**src/verilog/rtc_pkg.sv**
```systemverilog
package rtc_pkg;

	////////////////////////////////////////
	// Bus write cycle timing
	////////////////////////////////////////

	// Clocks per multiplexed write cycle
	localparam int SLOT_LEN = 43;
	localparam int NUM_SLOTS = 4;
	localparam int DONE_LEN = 30;

	// Phase bounds, inclusive
	localparam int ADDR_FIRST = 2;
	localparam int ADDR_LAST = 20;
	localparam int DATA_FIRST = 23;
	localparam int DATA_LAST = 41;
	localparam int WR_ADDR_FIRST = 6;
	localparam int WR_ADDR_LAST = 15;
	localparam int WR_DATA_FIRST = 27;
	localparam int WR_DATA_LAST = 36;

	localparam int PHASE_W = $clog2(SLOT_LEN);
	localparam int DONE_W = $clog2(DONE_LEN);
	localparam int NUM_REGS = 14;

	////////////////////////////////////////
	// Registers and commands
	////////////////////////////////////////

	typedef enum logic [3:0] {
		REG_SECONDS,
		REG_MINUTES,
		REG_HOURS,
		REG_DAY,
		REG_MONTH,
		REG_YEAR,
		REG_TMR_SECONDS,
		REG_TMR_MINUTES,
		REG_TMR_HOURS,
		REG_CLK_CMD,
		REG_TMR_CMD,
		REG_STATUS0,
		REG_STATUS1,
		REG_STATUS2
	} rtc_reg_e;

	// One bit per chip register, indexed by rtc_reg_e
	typedef logic [NUM_REGS-1:0] rtc_sel_t;

	typedef enum logic [2:0] {
		CMD_SET_TIME,
		CMD_SET_DATE,
		CMD_SET_TIMER,
		CMD_STOP_RING,
		CMD_INIT,
		CMD_ARM_TIMER,
		CMD_NONE
	} rtc_cmd_e;

	typedef logic [1:0] slot_t;

	// Target register of each write slot
	function automatic rtc_reg_e slot_target(rtc_cmd_e cmd, slot_t slot);
		rtc_reg_e target;
		target = REG_STATUS0;
		case (cmd)
			CMD_SET_TIME: begin
				case (slot)
					2'd0: target = REG_SECONDS;
					2'd1: target = REG_MINUTES;
					2'd2: target = REG_HOURS;
					default: target = REG_CLK_CMD;
				endcase
			end
			CMD_SET_DATE: begin
				case (slot)
					2'd0: target = REG_DAY;
					2'd1: target = REG_MONTH;
					2'd2: target = REG_YEAR;
					default: target = REG_CLK_CMD;
				endcase
			end
			CMD_SET_TIMER: begin
				case (slot)
					2'd0: target = REG_TMR_SECONDS;
					2'd1: target = REG_TMR_MINUTES;
					2'd2: target = REG_TMR_HOURS;
					default: target = REG_TMR_CMD;
				endcase
			end
			CMD_STOP_RING: target = REG_STATUS1;
			CMD_INIT: target = REG_STATUS2;
			// Status 1 in the first three slots, status 0 only in the last
			CMD_ARM_TIMER: target = (slot == 2'd3) ? REG_STATUS0 : REG_STATUS1;
			// No command, the caller masks the result
			default: target = REG_STATUS0;
		endcase
		return target;
	endfunction

endpackage
```
**src/verilog/rtc_write_top.sv**
```systemverilog
module rtc_write_top import rtc_pkg::*; (
	input logic clk,
	input logic reset,
	input logic set_time,
	input logic set_date,
	input logic set_timer,
	input logic stop_ring,
	input logic init,
	input logic arm_timer,
	output logic a_d,
	output logic cs,
	output logic wr,
	output rtc_sel_t addr_sel,
	output rtc_sel_t data_sel,
	output logic bus_drive,
	output logic ready,
	output logic busy,
	output logic active
);

	logic cycle_run;
	logic cycle_end;
	logic send_add;
	logic send_data;
	rtc_cmd_e cmd;
	slot_t slot;

	////////////////////////////////////////
	// Sequencer
	////////////////////////////////////////

	rtc_write_seq rtc_write_seq_i (
		.clk(clk),
		.reset(reset),
		.set_time(set_time),
		.set_date(set_date),
		.set_timer(set_timer),
		.stop_ring(stop_ring),
		.init(init),
		.arm_timer(arm_timer),
		.cycle_end(cycle_end),
		.cycle_run(cycle_run),
		.busy(busy),
		.active(active),
		.ready(ready),
		.cmd(cmd),
		.slot(slot)
	);

	////////////////////////////////////////
	// Bus cycle generator
	////////////////////////////////////////

	rtc_bus_cycle rtc_bus_cycle_i (
		.clk(clk),
		.reset(reset),
		.cycle_run(cycle_run),
		.a_d(a_d),
		.cs(cs),
		.wr(wr),
		.send_add(send_add),
		.send_data(send_data),
		.cycle_end(cycle_end)
	);

	// Register select per phase
	rtc_reg_select rtc_reg_select_i (
		.send_add(send_add),
		.send_data(send_data),
		.cmd(cmd),
		.slot(slot),
		.addr_sel(addr_sel),
		.data_sel(data_sel),
		.bus_drive(bus_drive)
	);

endmodule

```
**src/verilog/rtc_reg_select.sv**
```systemverilog
module rtc_reg_select import rtc_pkg::*; (
	input logic send_add,
	input logic send_data,
	input rtc_cmd_e cmd,
	input slot_t slot,
	output rtc_sel_t addr_sel,
	output rtc_sel_t data_sel,
	output logic bus_drive
);

	rtc_reg_e target;
	rtc_sel_t target_sel;

	////////////////////////////////////////
	// Target lookup
	////////////////////////////////////////

	assign target = slot_target(cmd, slot);

	// One-hot of the slot target, empty without a command
	always_comb begin
		target_sel = '0;
		if (cmd != CMD_NONE) begin
			target_sel[target] = 1'b1;
		end
	end

	////////////////////////////////////////
	// Phase gating
	////////////////////////////////////////

	// Address and data phases never overlap, so at most one vector is set
	always_comb begin
		if (send_add) begin
			addr_sel = target_sel;
		end else begin
			addr_sel = '0;
		end
	end

	always_comb begin
		if (send_data) begin
			data_sel = target_sel;
		end else begin
			data_sel = '0;
		end
	end

	// Enables the external bus buffer during either phase
	assign bus_drive = send_add || send_data;

endmodule

```
**src/verilog/rtc_write_seq.sv**
```systemverilog
module rtc_write_seq import rtc_pkg::*; (
	input logic clk,
	input logic reset,
	input logic set_time,
	input logic set_date,
	input logic set_timer,
	input logic stop_ring,
	input logic init,
	input logic arm_timer,
	input logic cycle_end,
	output logic cycle_run,
	output logic busy,
	output logic active,
	output logic ready,
	output rtc_cmd_e cmd,
	output slot_t slot
);

	typedef enum logic [1:0] {
		ST_IDLE,
		ST_WRITE,
		ST_DONE
	} state_e;

	state_e state;
	state_e state_next;
	logic any_req;
	logic last_slot;
	logic [DONE_W-1:0] done_cnt;

	////////////////////////////////////////
	// Request priority
	////////////////////////////////////////

	assign any_req = set_time || set_date || set_timer || stop_ring || init || arm_timer;

	// Fixed order, set time wins
	always_comb begin
		if (set_time) begin
			cmd = CMD_SET_TIME;
		end else if (set_date) begin
			cmd = CMD_SET_DATE;
		end else if (set_timer) begin
			cmd = CMD_SET_TIMER;
		end else if (stop_ring) begin
			cmd = CMD_STOP_RING;
		end else if (init) begin
			cmd = CMD_INIT;
		end else if (arm_timer) begin
			cmd = CMD_ARM_TIMER;
		end else begin
			cmd = CMD_NONE;
		end
	end

	////////////////////////////////////////
	// Idle / write / done FSM
	////////////////////////////////////////

	assign last_slot = cycle_end && (slot == slot_t'(NUM_SLOTS - 1));

	always_comb begin
		state_next = state;
		case (state)
			ST_IDLE: begin
				if (any_req) begin
					state_next = ST_WRITE;
				end
			end
			ST_WRITE: begin
				// Dropping every request aborts the write
				if (!any_req) begin
					state_next = ST_IDLE;
				end else if (last_slot) begin
					state_next = ST_DONE;
				end
			end
			ST_DONE: begin
				if (!any_req || (done_cnt == DONE_W'(DONE_LEN - 1))) begin
					state_next = ST_IDLE;
				end
			end
			default: state_next = ST_IDLE;
		endcase
	end

	always_ff @(posedge clk or posedge reset) begin
		if (reset) begin
			state <= ST_IDLE;
		end else begin
			state <= state_next;
		end
	end

	// Slot advances on each cycle end and wraps after the last
	always_ff @(posedge clk or posedge reset) begin
		if (reset) begin
			slot <= '0;
		end else if (state != ST_WRITE) begin
			slot <= '0;
		end else if (cycle_end) begin
			slot <= slot + 1'b1;
		end
	end

	// Done window length
	always_ff @(posedge clk or posedge reset) begin
		if (reset) begin
			done_cnt <= '0;
		end else if (state != ST_DONE) begin
			done_cnt <= '0;
		end else begin
			done_cnt <= done_cnt + 1'b1;
		end
	end

	assign cycle_run = (state == ST_WRITE);
	assign busy = (state == ST_WRITE);
	assign ready = (state == ST_DONE);
	assign active = (state == ST_WRITE) || (state == ST_DONE);

endmodule

```
**src/verilog/rtc_bus_cycle.sv**
```systemverilog
module rtc_bus_cycle import rtc_pkg::*; (
	input logic clk,
	input logic reset,
	input logic cycle_run,
	output logic a_d,
	output logic cs,
	output logic wr,
	output logic send_add,
	output logic send_data,
	output logic cycle_end
);

	logic [PHASE_W-1:0] phase;
	logic [PHASE_W-1:0] phase_next;
	logic in_addr;
	logic in_data;
	logic in_wr;

	function automatic logic in_window(logic [PHASE_W-1:0] p, int first, int last);
		return (int'(p) >= first) && (int'(p) <= last);
	endfunction

	////////////////////////////////////////
	// Phase counter
	////////////////////////////////////////

	// Counts 0 to SLOT_LEN-1 while running, parked at 0 otherwise
	always_comb begin
		if (!cycle_run) begin
			phase_next = '0;
		end else if (phase == PHASE_W'(SLOT_LEN - 1)) begin
			phase_next = '0;
		end else begin
			phase_next = phase + 1'b1;
		end
	end

	always_ff @(posedge clk or posedge reset) begin
		if (reset) begin
			phase <= '0;
		end else begin
			phase <= phase_next;
		end
	end

	////////////////////////////////////////
	// Strobe decode
	////////////////////////////////////////

	// Decoded from the next phase so the registered strobes line up with phase
	assign in_addr = in_window(phase_next, ADDR_FIRST, ADDR_LAST);
	assign in_data = in_window(phase_next, DATA_FIRST, DATA_LAST);
	assign in_wr = in_window(phase_next, WR_ADDR_FIRST, WR_ADDR_LAST)
		|| in_window(phase_next, WR_DATA_FIRST, WR_DATA_LAST);

	always_ff @(posedge clk or posedge reset) begin
		if (reset) begin
			a_d <= 1'b1;
			cs <= 1'b1;
			wr <= 1'b1;
			send_add <= 1'b0;
			send_data <= 1'b0;
			cycle_end <= 1'b0;
		end else begin
			// Address latch phase drives a_d low
			a_d <= !in_addr;
			cs <= !(in_addr || in_data);
			wr <= !in_wr;
			send_add <= in_addr;
			send_data <= in_data;
			// Last phase of the cycle
			cycle_end <= cycle_run && (phase_next == PHASE_W'(SLOT_LEN - 1));
		end
	end

endmodule

```
**config.mk**
```make
export PLATFORM = sky130hd
export DESIGN_NAME = rtc_write_top
export DESIGN_NICKNAME = d
export VERILOG_FILES = /design/src/verilog/rtc_pkg.sv /design/src/verilog/rtc_write_top.sv /design/src/verilog/rtc_reg_select.sv /design/src/verilog/rtc_write_seq.sv /design/src/verilog/rtc_bus_cycle.sv
export SDC_FILE = /design/constraint.sdc
export NUM_CORES = 1
export LEC_CHECK = 0
export BUFFER_PORTS_ARGS = -buffer_cell sky130_fd_sc_hd__buf_2
export CAP_MARGIN = 30
export CORE_ASPECT_RATIO = 0.9
export CORE_MARGIN = 1
export CORE_UTILIZATION = 45
export CTS_CLUSTER_SIZE = 25
export DETAILED_ROUTE_END_ITERATION = 8
export MAX_ROUTING_LAYER = met4
export PLACE_DENSITY = 0.72
export SYNTH_ARGS = -nofsm -noshare
export SYNTH_HDL_FRONTEND = slang
export SYNTH_SLANG_ARGS = --single-unit
```
**constraint.sdc**
```tcl
create_clock -name clk -period 1.8 [get_ports clk]
set_input_delay 0.27 -clock clk [delete_from_list [all_inputs] [get_ports clk]]
set_output_delay 0.27 -clock clk [all_outputs]
set_load 0.01 [all_outputs]
```
==> summary.md, run 1 <==
| Metric | Value |
|---|---|
| Outcome | finished with violations |
| Failing checks | negative setup slack |
| Worst Path Arrival | 2.19 ns |
| Post-synth EDFFs | 0 |
| Hold Path Class | input pin to async pin |
| Final worst path period share | 137% |
| Clock Latency Late Sink | 0.27 ns |
| R2R cell count | 6 |
| Vert. Die Dim | 61.8 µm |
| CTS tree | yes |
| Crit path launch type | flip-flop |
| Required @ worst endpoint | 1.53 ns |
| Pleak | 0.00130 µW |
| Synth warn | 0 |
| Post-synth top area share | 25.2% |
| RSZ-0062 raised after global routing | true |
| Commonest register cell after synthesis | dfrtp_1 |
| Area of the multi-input gates | 1600 µm² |
| Largest net degree at the start of global routing | 22 |
| Worst-path clk slew | 0.08 ns |
| Flop-to-flop setup slack | 0.06 ns |
| Post-synth top area cell | dfrtp_1 |
| Worst r2r src | rtc_bus_cycle_i.phase[0] |
| Placed Cells incl. Taps | 328 |
| First-pass GRT wire length | 7.29 mm |
| Vias in the first global route | 1677 |
| Crit end category | primary output |
| Clk_skew | 0.00277 ns |
| Design Power | 2320 µW |
| Crit-path cells | ha_4 -> o21bai_1 -> a221o_1 -> a21o_1 -> or2_4 -> nor2_2 -> buf_2 |
| Fin crit period | 2.46 ns |
| Slew Limit Headroom | 68.4% |
| Dominant cells by area after synthesis | dfrtp_1 (25%), ha_1 (10%), nor2_1 (8.0%) |
| Clock buffer count from CTS | 3 |
| Layout area overhead | 60.8% |
| Mapped Nets | 235 |
| Post-Syn Area | 1790 µm² |
| Crit path max fanout | 6 |
| Residual DRC | 0 |
| Worst Max-Slew Pin Slew | 0.475 ns |
| Number of synthesized register bits | 21 |
| Clk sinks | 21 |
| Initial Util | 47.7% |
| Drt total wl | 5.02 mm |
| CTS Root Cell | clkbuf_8 |
| Worst Setup Slack, final | -0.662 ns |
| RR Endpoint | rtc_bus_cycle_i.wr |
| Hold_buf cts | 0 |
| Register area share after synthesis | 29.6% |
| Max-cap viol count | 0 |
| Yosys cell types | 57 |
| Share of layout cells above drive strength 1 | 58.8% |
| Power density cells | 807 nW/µm² |
| Nets@finish | 315 |
| Core outline area | 3760 µm² |
| Hold Violations, Final | 0 |
| Hpwl dp | 3.50 mm |
| Async set-reset flop share out of synthesis | 100% |
| Clock tree buffer depth | 2 |
| Slowest cell on the critical path | dfrtp_2 |
| DR WL/cell | 14.9 µm |
| Initial antenna violation count | 0 |
| Full die area | 4240 µm² |
| Gate Count Post-Synth | 212 |
| IO Port Bufs | 42 |
| CP Class | flip-flop to primary output |
| Via density | 5.47 |
| Num rows | 21 |
| Seq. cell area | 536 µm² |
| Top-level I/O count | 43 |
| Final std cells w/o fill | 337 |
| Die extent in x | 68.5 µm |
| Most common cell in the synthesized netlist | nor2_1 |
| Worst vdd ir | 0.689 mV |
| Drt first pass iters | 4 |
| Place WS | -0.379 ns |
| Fill cells | 256 |
| Via count | 1844 |
| Setup Viol. Count Final | 28 |
| All-layer global routing usage | 24.0% |
| Placer congestion estimate | 0.961 |
| Post-synth top cells | nor2_1 (38), dfrtp_1 (18), ha_1 (15) |
| Slowest stage delay, CP | 0.49 ns |
| Fmax | 0.406 GHz |
| Diodes inserted | 0 |
| Max-slew violations | 0 |
| Post-Syn Area per Cell | 8.45 µm² |
| Htree depth | 1 |
| DRT iter0 DRCs | 58 |
| Routed Antenna Nets | 0 |
| GRT overflow | 0 |
| Worst hold slack | 0.0150 ns |
per-stage QoR:
stage                     area, µm²  setup TNS [ns]  utilization, %
after CTS                      2650          -15.99            70.5
after detailed placement       2500           -8.94            66.6
after global routing           2880          -19.11            76.6
after global placement         2500           -7.98            66.6
after floorplan                2010           -4.51               -
final                          2880          -17.06            76.6
per-layer routing:
layer / global-route usage, % / up-vias / wire length (µm)
li1: - / 904 / -
met1: 28.0 / 874 / 2080
met2: 42.4 / 57 / 2580
met3: 2.74 / 9 / 264
met4: 9.23 / 0 / 97
met5: - / - / 0
timing repair:
item	CTS	global route
gates resized for setup	18	40
endpoints found under the setup margin	32	32
buffers inserted	3	3
pin swaps	9	9
critical path: cells and delay by family, from the launching register on:
family                   cells  cell delay (ns)
AO/OA/AOI/OAI                3             0.76
flip-flops                   1             0.49
AND/OR/NAND/NOR              2             0.37
adder cells (fa/ha/maj)      1             0.19
buffers and inverters        1             0.13
cell families (layout without fill, tap and decap cells):
group	count (synthesis)	after routing	synth area share (%)
xor gates and xnor gates	8	8	4.33
buffers and inverters	18	97	5.66
AOI/OAI and AO/OA	41	41	16.6
adders and majority gates	15	15	10.5
muxes	2	2	1.12
and+or+nand+nor	107	107	32.2
DFF	21	21	29.6
layout make-up:
| type | instances | share of cell area, % |
|---|---|---|
| inverters | 8 | 1.13 |
| multi-input cells | 173 | 55.7 |
| flip-flops and latches | 21 | 18.6 |
| clock buffers | 4 | 1.56 |
| repair buffers | 85 | 21.0 |
| well taps | 46 | 2.00 |
worst max path at each step:
stage,cells after the start,slack (ns),start,end
finish,7,-0.66,rtc_write_seq_i.slot[0],data_sel[13]
global route,9,-0.72,rtc_write_seq_i.slot[0],data_sel[5]
CTS,9,-0.62,rtc_write_seq_i.slot[0],data_sel[13]
detailed placement,8,-0.38,rtc_write_seq_i.slot[1],addr_sel[12]
global placement,8,-0.35,rtc_write_seq_i.slot[1],addr_sel[12]
floorplan,7,-0.22,rtc_write_seq_i.slot[0],data_sel[13]
flip-flops by register name (all words and copies together), names as in the netlist:
register,cells
rtc_bus_cycle_i.phase,6
rtc_write_seq_i.slot,2
rtc_bus_cycle_i.send_data,1
rtc_bus_cycle_i.cs,1
rtc_write_seq_i.state,2
rtc_write_seq_i.done_cnt,5
rtc_bus_cycle_i.send_add,1
rtc_bus_cycle_i.wr,1
rtc_bus_cycle_i.cycle_end,1
rtc_bus_cycle_i.a_d,1
cell usage in the layout (no fill, tap or decap), types with 3 or more instances in the layout:
cell type   n
nand2b_1    3
inv_1       5
nor2_1     26
buf_6       8
dfrtp_1    13
and2_4      3
xor2_1      3
a21oi_1     5
nand2b_4    5
dfstp_2     3
nand3_1     5
nor2_2      8
nor2_4      4
buf_2      40
dfrtp_2     5
nand3_4     3
clkbuf_8    3
o21ai_0     5
xnor2_1     3
buf_12      3
nand2_1    12
ha_2        5
nor2b_1     3
buf_4      34
o21ai_2     3
ha_4        5
and2_1      4
nor3_4      8
ha_1        5
report_power, final:
group	internal, µW	switching, µW
clock network	158	162
logic	626	716
registers	571	90.1
Power figures use the tool's default switching activity.
==> run 2: changes to the inputs <==
Settings changed: CTS_CLUSTER_DIAMETER set to 120, PLACE_DENSITY 0.72 to 0.69.
Clock period 1.8 ns to 2.95 ns, I/O delays scaled along.
==> summary.md, run 2 (synthesis gave the netlist of run 1 again) <==
| Metric | Value |
|---|---|
| Max-cap viol count | 0 (unchanged) |
| Comb power frac | 42.4% (-15 points) |
| Clk_skew | 0.00127 ns (-0.00150 ns) |
| Place WS | 0.495 ns (+0.874 ns) |
| DRT iter0 DRCs | 54 (-6.9%) |
| RSZ-0062 raised after global routing | false |
| Clk sinks | 21 (unchanged) |
| Htree depth | 1 (unchanged) |
| Worst Setup Slack, final | 0.215 ns (+0.878 ns) |
| Area of the multi-input gates | 1160 µm² (-28%) |
| Initial Util | 47.7% (unchanged) |
| Buf+Inv Stages, Crit Path | 2 (+1) |
| Required @ worst endpoint | 2.51 ns (+0.98 ns) |
| Die extent in x | 68.5 µm (unchanged) |
| Core outline area | 3760 µm² (unchanged) |
| Residual DRC | 0 (unchanged) |
| Power density cells | 522 nW/µm² (-35%) |
| Fill cells | 360 (+41%) |
| PostCTS Resize Cnt | 0 (-18) |
| Crit end category | primary output |
| Max-slew violations | 0 (unchanged) |
| CTS Root Cell | clkbuf_8 |
| Routed Antenna Nets | 0 (unchanged) |
| Clock Latency Late Sink | 0.26 ns (about the same) |
| Worst-path clk slew | 0.07 ns (about the same) |
| Nets@finish | 272 (-14%) |
| Vert. Die Dim | 61.8 µm (unchanged) |
| CP Class | flip-flop to primary output |
| Share of power burned in registers | 40.0% (+12 points) |
| Seq. cell area | 529 µm² (-1.2%) |
| Pint | 622 µW (-54%) |
| Hold Violations, Final | 0 (unchanged) |
| Clock share of power | 17.6% (+3.8 points) |
| First-pass GRT wire length | 5.65 mm (-23%) |
| Worst Max-Slew Pin Slew | 0.763 ns (+0.289 ns) |
| Flop-to-flop setup slack | 0.73 ns (+0.67 ns) |
| Worst vdd ir | 0.422 mV (-39%) |
| DR WL/cell | 12.6 µm (-16%) |
| Setup Viol. Count Final | 0 (-100%) |
| Hpwl dp | 2.80 mm (-20%) |
| Drt total wl | 3.70 mm (-26%) |
| Setup Buffers After CTS | 0 (-3) |
| Full die area | 4240 µm² (unchanged) |
| Largest Register | rtc_bus_cycle_i.phase |
| Diodes inserted | 0 (unchanged) |
| Pleak | 0.000952 µW (-27%) |
| Largest net degree at the start of global routing | 22 (unchanged) |
| Crit-path cells | inv_1 -> ha_1 -> o21bai_1 -> a221o_1 -> a21o_1 -> or2_1 -> nor2_1 -> buf_2 |
| Num rows | 21 (unchanged) |
| Slew Limit Headroom | 49.0% (-19 points) |
| CTS tree | yes |
| Fmax | 0.366 GHz |
| Outcome | finished clean |
| Share of layout cells above drive strength 1 | 25.8% (-33 points) |
| Layout area overhead | 13.5% |
| Drt first pass iters | 4 (unchanged) |
| Final worst path period share | 92.7% |
| GRT overflow | 0 (unchanged) |
| Hold_buf cts | 0 (unchanged) |
| Worst hold slack | 0.311 ns (+0.296 ns) |
| Via density | 5.50 (+0.45%) |
| Clock buffer count from CTS | 3 (unchanged) |
| Largest delay share family, worst path | compound AO/OA/AOI/OAI gates |
| Design Power | 1060 µW (-54%) |
| IO Port Bufs | 42 (unchanged) |
| Switching Power | 439 µW (-55%) |
| Clock tree buffer depth | 2 (unchanged) |
| Largest registers | rtc_bus_cycle_i.phase (6), rtc_write_seq_i.done_cnt (5) |
| Sw Ratio | 41.4% (-0.25 points) |
| Max FFs per register | 6 (unchanged) |
| Most frequent cells in the layout | buf_2 (42), nor2_1 (38), dfrtp_1 (18) |
| Initial antenna violation count | 0 (unchanged) |
| Via count | 1616 (-12%) |
| Worst Path Arrival | 2.29 ns (+0.10 ns) |
| Commonest non-fill, non-tap cell in the layout | buf_2 |
| All-layer global routing usage | 18.0% (-6.0 points) |
| Hold Path Class | input pin to async pin |
| Slowest stage delay, CP | 0.44 ns (-0.05 ns) |
| Total Neg Setup Slack | 0 ns (+17.06 ns) |
| Crit path max fanout | 11 (+5) |
| Crit path launch type | flip-flop |
| Slowest cell on the critical path | dfrtp_1 |
| Vias in the first global route | 1308 (-22%) |
| Placer congestion estimate | 0.777 (-19%) |
| Top-level I/O count | 43 (unchanged) |
| Fin crit period | 2.73 ns |
[run 2: worst reg2reg max path, delay by kind of cell, from the launching register on]
kind            cells  cell delay (ns)
simple gates        1             0.32
flops               1             0.54
compound gates      4             0.63
buf+inv             1             0.14
fa+ha+maj           1             0.50
[run 2: routing by layer]
metal / part of all wire, % / GRT usage, % / up-vias
met5: 0 / - / -
met4: 0.73 / 3.57 / 0
met3: 6.5 / 2.37 / 4
met2: 46 / 32.1 / 56
met1: 47 / 21.8 / 745
li1: - / - / 811
[run 2: cell type report]
class	instances	share of cell area (%)
Inverter	8	1.48
Tap cell	46	2.83
Multi-Input combinational cell	173	57.1
Sequential cell	21	26.0
Clock buffer	4	2.22
Timing Repair Buffer	42	10.3
[run 2: path summary, 6_finish.rpt]
path                       cells after the start                     endpoint                        start
max                                            8                 data_sel[13]      rtc_write_seq_i.slot[1]
min                                            2  rtc_write_seq_i.done_cnt[0]                        reset
max reg2reg                                    7           rtc_bus_cycle_i.cs     rtc_bus_cycle_i.phase[0]
min reg2reg                                    1  rtc_write_seq_i.done_cnt[0]  rtc_write_seq_i.done_cnt[0]
max in group asynchronous                      2      rtc_write_seq_i.slot[0]                        reset
min in group clk                               1  rtc_write_seq_i.done_cnt[0]  rtc_write_seq_i.done_cnt[0]
[run 2: metrics by stage]
| stage | cells | cell area (µm²) | util (%) |
|---|---|---|---|
| 2_1_floorplan | 212 | 1790 | - |
| 3_3_place_gp | 290 | 1990 | 52.9 |
| 3_5_place_dp | 290 | 1990 | 52.9 |
| 4_1_cts | 294 | 2030 | 54.1 |
| 5_1_grt | 294 | 2030 | 54.1 |
| 6_report | 294 | 2030 | 54.1 |
[run 2: power by group through the flow]
stage | sequential, µW | combinational [µW] | clock (µW)
after floorplan | 397 | 377 | 0
after global placement | 428 | 446 | 0
after detailed placement | 429 | 449 | 0
after CTS | 424 | 453 | 192
after global routing | 436 | 511 | 204
final | 425 | 450 | 187
==> run 3: changes to the inputs <==
Settings changed: CORE_UTILIZATION 45 to 58, PLACE_DENSITY 0.69 to 0.85.
==> summary.md, run 3 (synthesis gave the netlist of run 1 again) <==
| Metric | Value |
|---|---|
| Routed Antenna Nets | 0 (unchanged) |
| Area of the multi-input gates | 1160 µm² (+0.32%) |
| Flop-to-flop setup slack | 0.75 ns (+0.02 ns) |
| Crit end category | primary output |
| Htree depth | 1 (unchanged) |
| Num rows | 18 (-14%) |
| Setup Buffers After CTS | 0 (unchanged) |
| Largest Register | rtc_bus_cycle_i.phase |
| Nets@finish | 272 (unchanged) |
| Diodes inserted | 0 (unchanged) |
| Pleak | 0.000945 µW (-0.74%) |
| Placed Cells incl. Taps | 284 (-2.1%) |
| Top-level I/O count | 43 (unchanged) |
| Vert. Die Dim | 54.7 µm (-12%) |
| Via density | 5.70 (+3.7%) |
| Share of layout cells above drive strength 1 | 26.2% (+0.40 points) |
| Fill cells | 223 (-38%) |
| Clk_skew | 0.00372 ns (+0.00245 ns) |
| Largest net degree at the start of global routing | 22 (unchanged) |
| DRT iter0 DRCs | 49 (-9.3%) |
| Slew Limit Headroom | 51.2% (+2.1 points) |
| Commonest non-fill, non-tap cell in the layout | buf_2 |
| Pint | 579 µW (-7.0%) |
| Clock tree buffer depth | 2 (unchanged) |
| Worst Path Arrival | 2.33 ns (+0.04 ns) |
| Share of power burned in registers | 42.5% (+2.5 points) |
| Residual DRC | 0 (unchanged) |
| Switching Power | 426 µW (-3.0%) |
| Via count | 1642 (+1.6%) |
| Slowest stage delay, CP | 0.46 ns (+0.02 ns) |
| CP Class | flip-flop to primary output |
| Power density cells | 500 nW/µm² (-4.3%) |
| Max FFs per register | 6 (unchanged) |
| Largest registers | rtc_bus_cycle_i.phase (6), rtc_write_seq_i.done_cnt (5) |
| DR WL/cell | 12.0 µm (-4.4%) |
| Max-slew violations | 0 (unchanged) |
| Initial Util | 63.1% (+15 points) |
| Full die area | 3310 µm² (-22%) |
| Initial antenna violation count | 0 (unchanged) |
| Drt first pass iters | 4 (unchanged) |
| R2R cell count | 7 (unchanged) |
| Layout area overhead | 12.2% |
| Clk sinks | 21 (unchanged) |
| Most frequent cells in the layout | buf_2 (42), nor2_1 (38), dfrtp_1 (18) |
| Worst r2r src | rtc_bus_cycle_i.phase[0] |
| RSZ-0062 raised after global routing | false |
| Crit-path cells | ha_1 -> nand2b_1 -> a221o_1 -> a21o_1 -> or2_1 -> nor2_1 -> buf_2 |
| Setup Viol. Count Final | 0 (unchanged) |
| Buf+Inv Stages, Crit Path | 1 (-1) |
| All-layer global routing usage | 23.0% (+5.0 points) |
| Outcome | finished clean |
| Final std cells w/o fill | 288 (-2.0%) |
| Drt total wl | 3.46 mm (-6.4%) |
| Worst-path clk slew | 0.10 ns (+0.03 ns) |
| Fin crit period | 2.77 ns (+0.0372 ns) |
| First-pass GRT wire length | 5.54 mm (-2.0%) |
| CTS Root Cell | clkbuf_4 |
| Crit path launch type | flip-flop |
| Hold Violations, Final | 0 (unchanged) |
| Sw Ratio | 42.4% (+1.0 points) |
| Largest delay share family, worst path | compound AO/OA/AOI/OAI gates |
| Clock buffer count from CTS | 3 (unchanged) |
| Core outline area | 2840 µm² (-24%) |
| Slowest cell on the critical path | dfrtp_1 |
| Fmax | 0.361 GHz (-1.3%) |
| Beginning of the critical path | rtc_write_seq_i.slot[0] |
| Clock Latency Late Sink | 0.29 ns (+0.03 ns) |
| Required @ worst endpoint | 2.51 ns (about the same) |
| Clock share of power | 12.9% (-4.7 points) |
| Total Neg Setup Slack | 0 ns (unchanged) |
| Worst Max-Slew Pin Slew | 0.731 ns (-0.0321 ns) |
| Placer congestion estimate | 0.919 (+18%) |
| Comb power frac | 44.6% (+2.2 points) |
| Die extent in x | 60.6 µm (-12%) |
| Worst setup path end | data_sel[13] |
| Hold_buf cts | 0 (unchanged) |
| Hold Path Class | input pin to async pin |
| Max-cap viol count | 0 (unchanged) |
| Vias in the first global route | 1323 (+1.1%) |
| Hpwl dp | 2.72 mm (-3.0%) |
| CP Depth | 7 (-1) |
| Seq. cell area | 529 µm² (unchanged) |
| GRT overflow | 0 (unchanged) |
| Crit path max fanout | 11 (unchanged) |
| Worst vdd ir | 0.492 mV (+17%) |
| RR Endpoint | rtc_bus_cycle_i.cs |
| CTS tree | yes |
| IO Port Bufs | 42 (unchanged) |
| Final worst path period share | 94.0% (+1.3 points) |
==> run 3: cell count changes in the layout (fill, tap and decap cells not counted) <==
cell	previous run	this run
clkbuf_4	0	3
clkbuf_8	3	0
a21oi_1	8	7
a21oi_2	0	1
==> run 3: area by class of cell <==
type	count	area share, %
clock buffer	4	1.31
sequential	21	26.3
multi-input combinational	173	57.9
timing repair buffer	42	10.5
inverter	8	1.49
tap	40	2.49
==> run 3: through the flow <==
stage / util (%) / instance area [µm²] / power, µW / hold WS [ns] / setup slack (ns)
floorplan: - / 1790 / 774 / 0.417 / 0.710
global placement: 69.8 / 1980 / 867 / 0.482 / 0.576
detailed placement: 69.8 / 1980 / 881 / 0.495 / 0.513
CTS: 70.7 / 2010 / 1010 / 0.270 / 0.168
global route: 70.8 / 2010 / 1100 / 0.323 / 0.0104
finish: 70.8 / 2010 / 1000 / 0.256 / 0.178
==> run 3: timing repair <==
action                     4_1_cts  5_1_grt
setup endpoints to repair        0        1
hold endpoints to repair         0        0
gates resized for setup          0        1
==> run 3: how the worst min path moves through the flow <==
stage	to	slack (ns)	cells past startpoint
floorplan	rtc_bus_cycle_i.cycle_end	0.42	1
global placement	rtc_write_seq_i.done_cnt[0]	0.48	1
detailed placement	rtc_write_seq_i.done_cnt[0]	0.50	1
CTS	rtc_bus_cycle_i.phase[1]	0.27	2
global route	rtc_bus_cycle_i.phase[1]	0.32	2
finish	rtc_bus_cycle_i.phase[1]	0.26	2
==> run 3: power by group through the flow <==
stage	Clock (µW)	Sequential [µW]	Combinational, µW
5_1_grt	151	436	509
2_1_floorplan	0	397	377
4_1_cts	136	425	450
3_3_place_gp	0	432	436
6_report	130	427	448
3_5_place_dp	0	431	450
==> run 3: routing by layer <==
layer / vias up / wire length, µm / GRT usage [%]
met2: 62 / 1590 / 40.7
li1: 818 / - / -
met5: - / 0 / -
met4: 0 / 32 / 4.55
met3: 4 / 245 / 4.26
met1: 758 / 1590 / 27.8
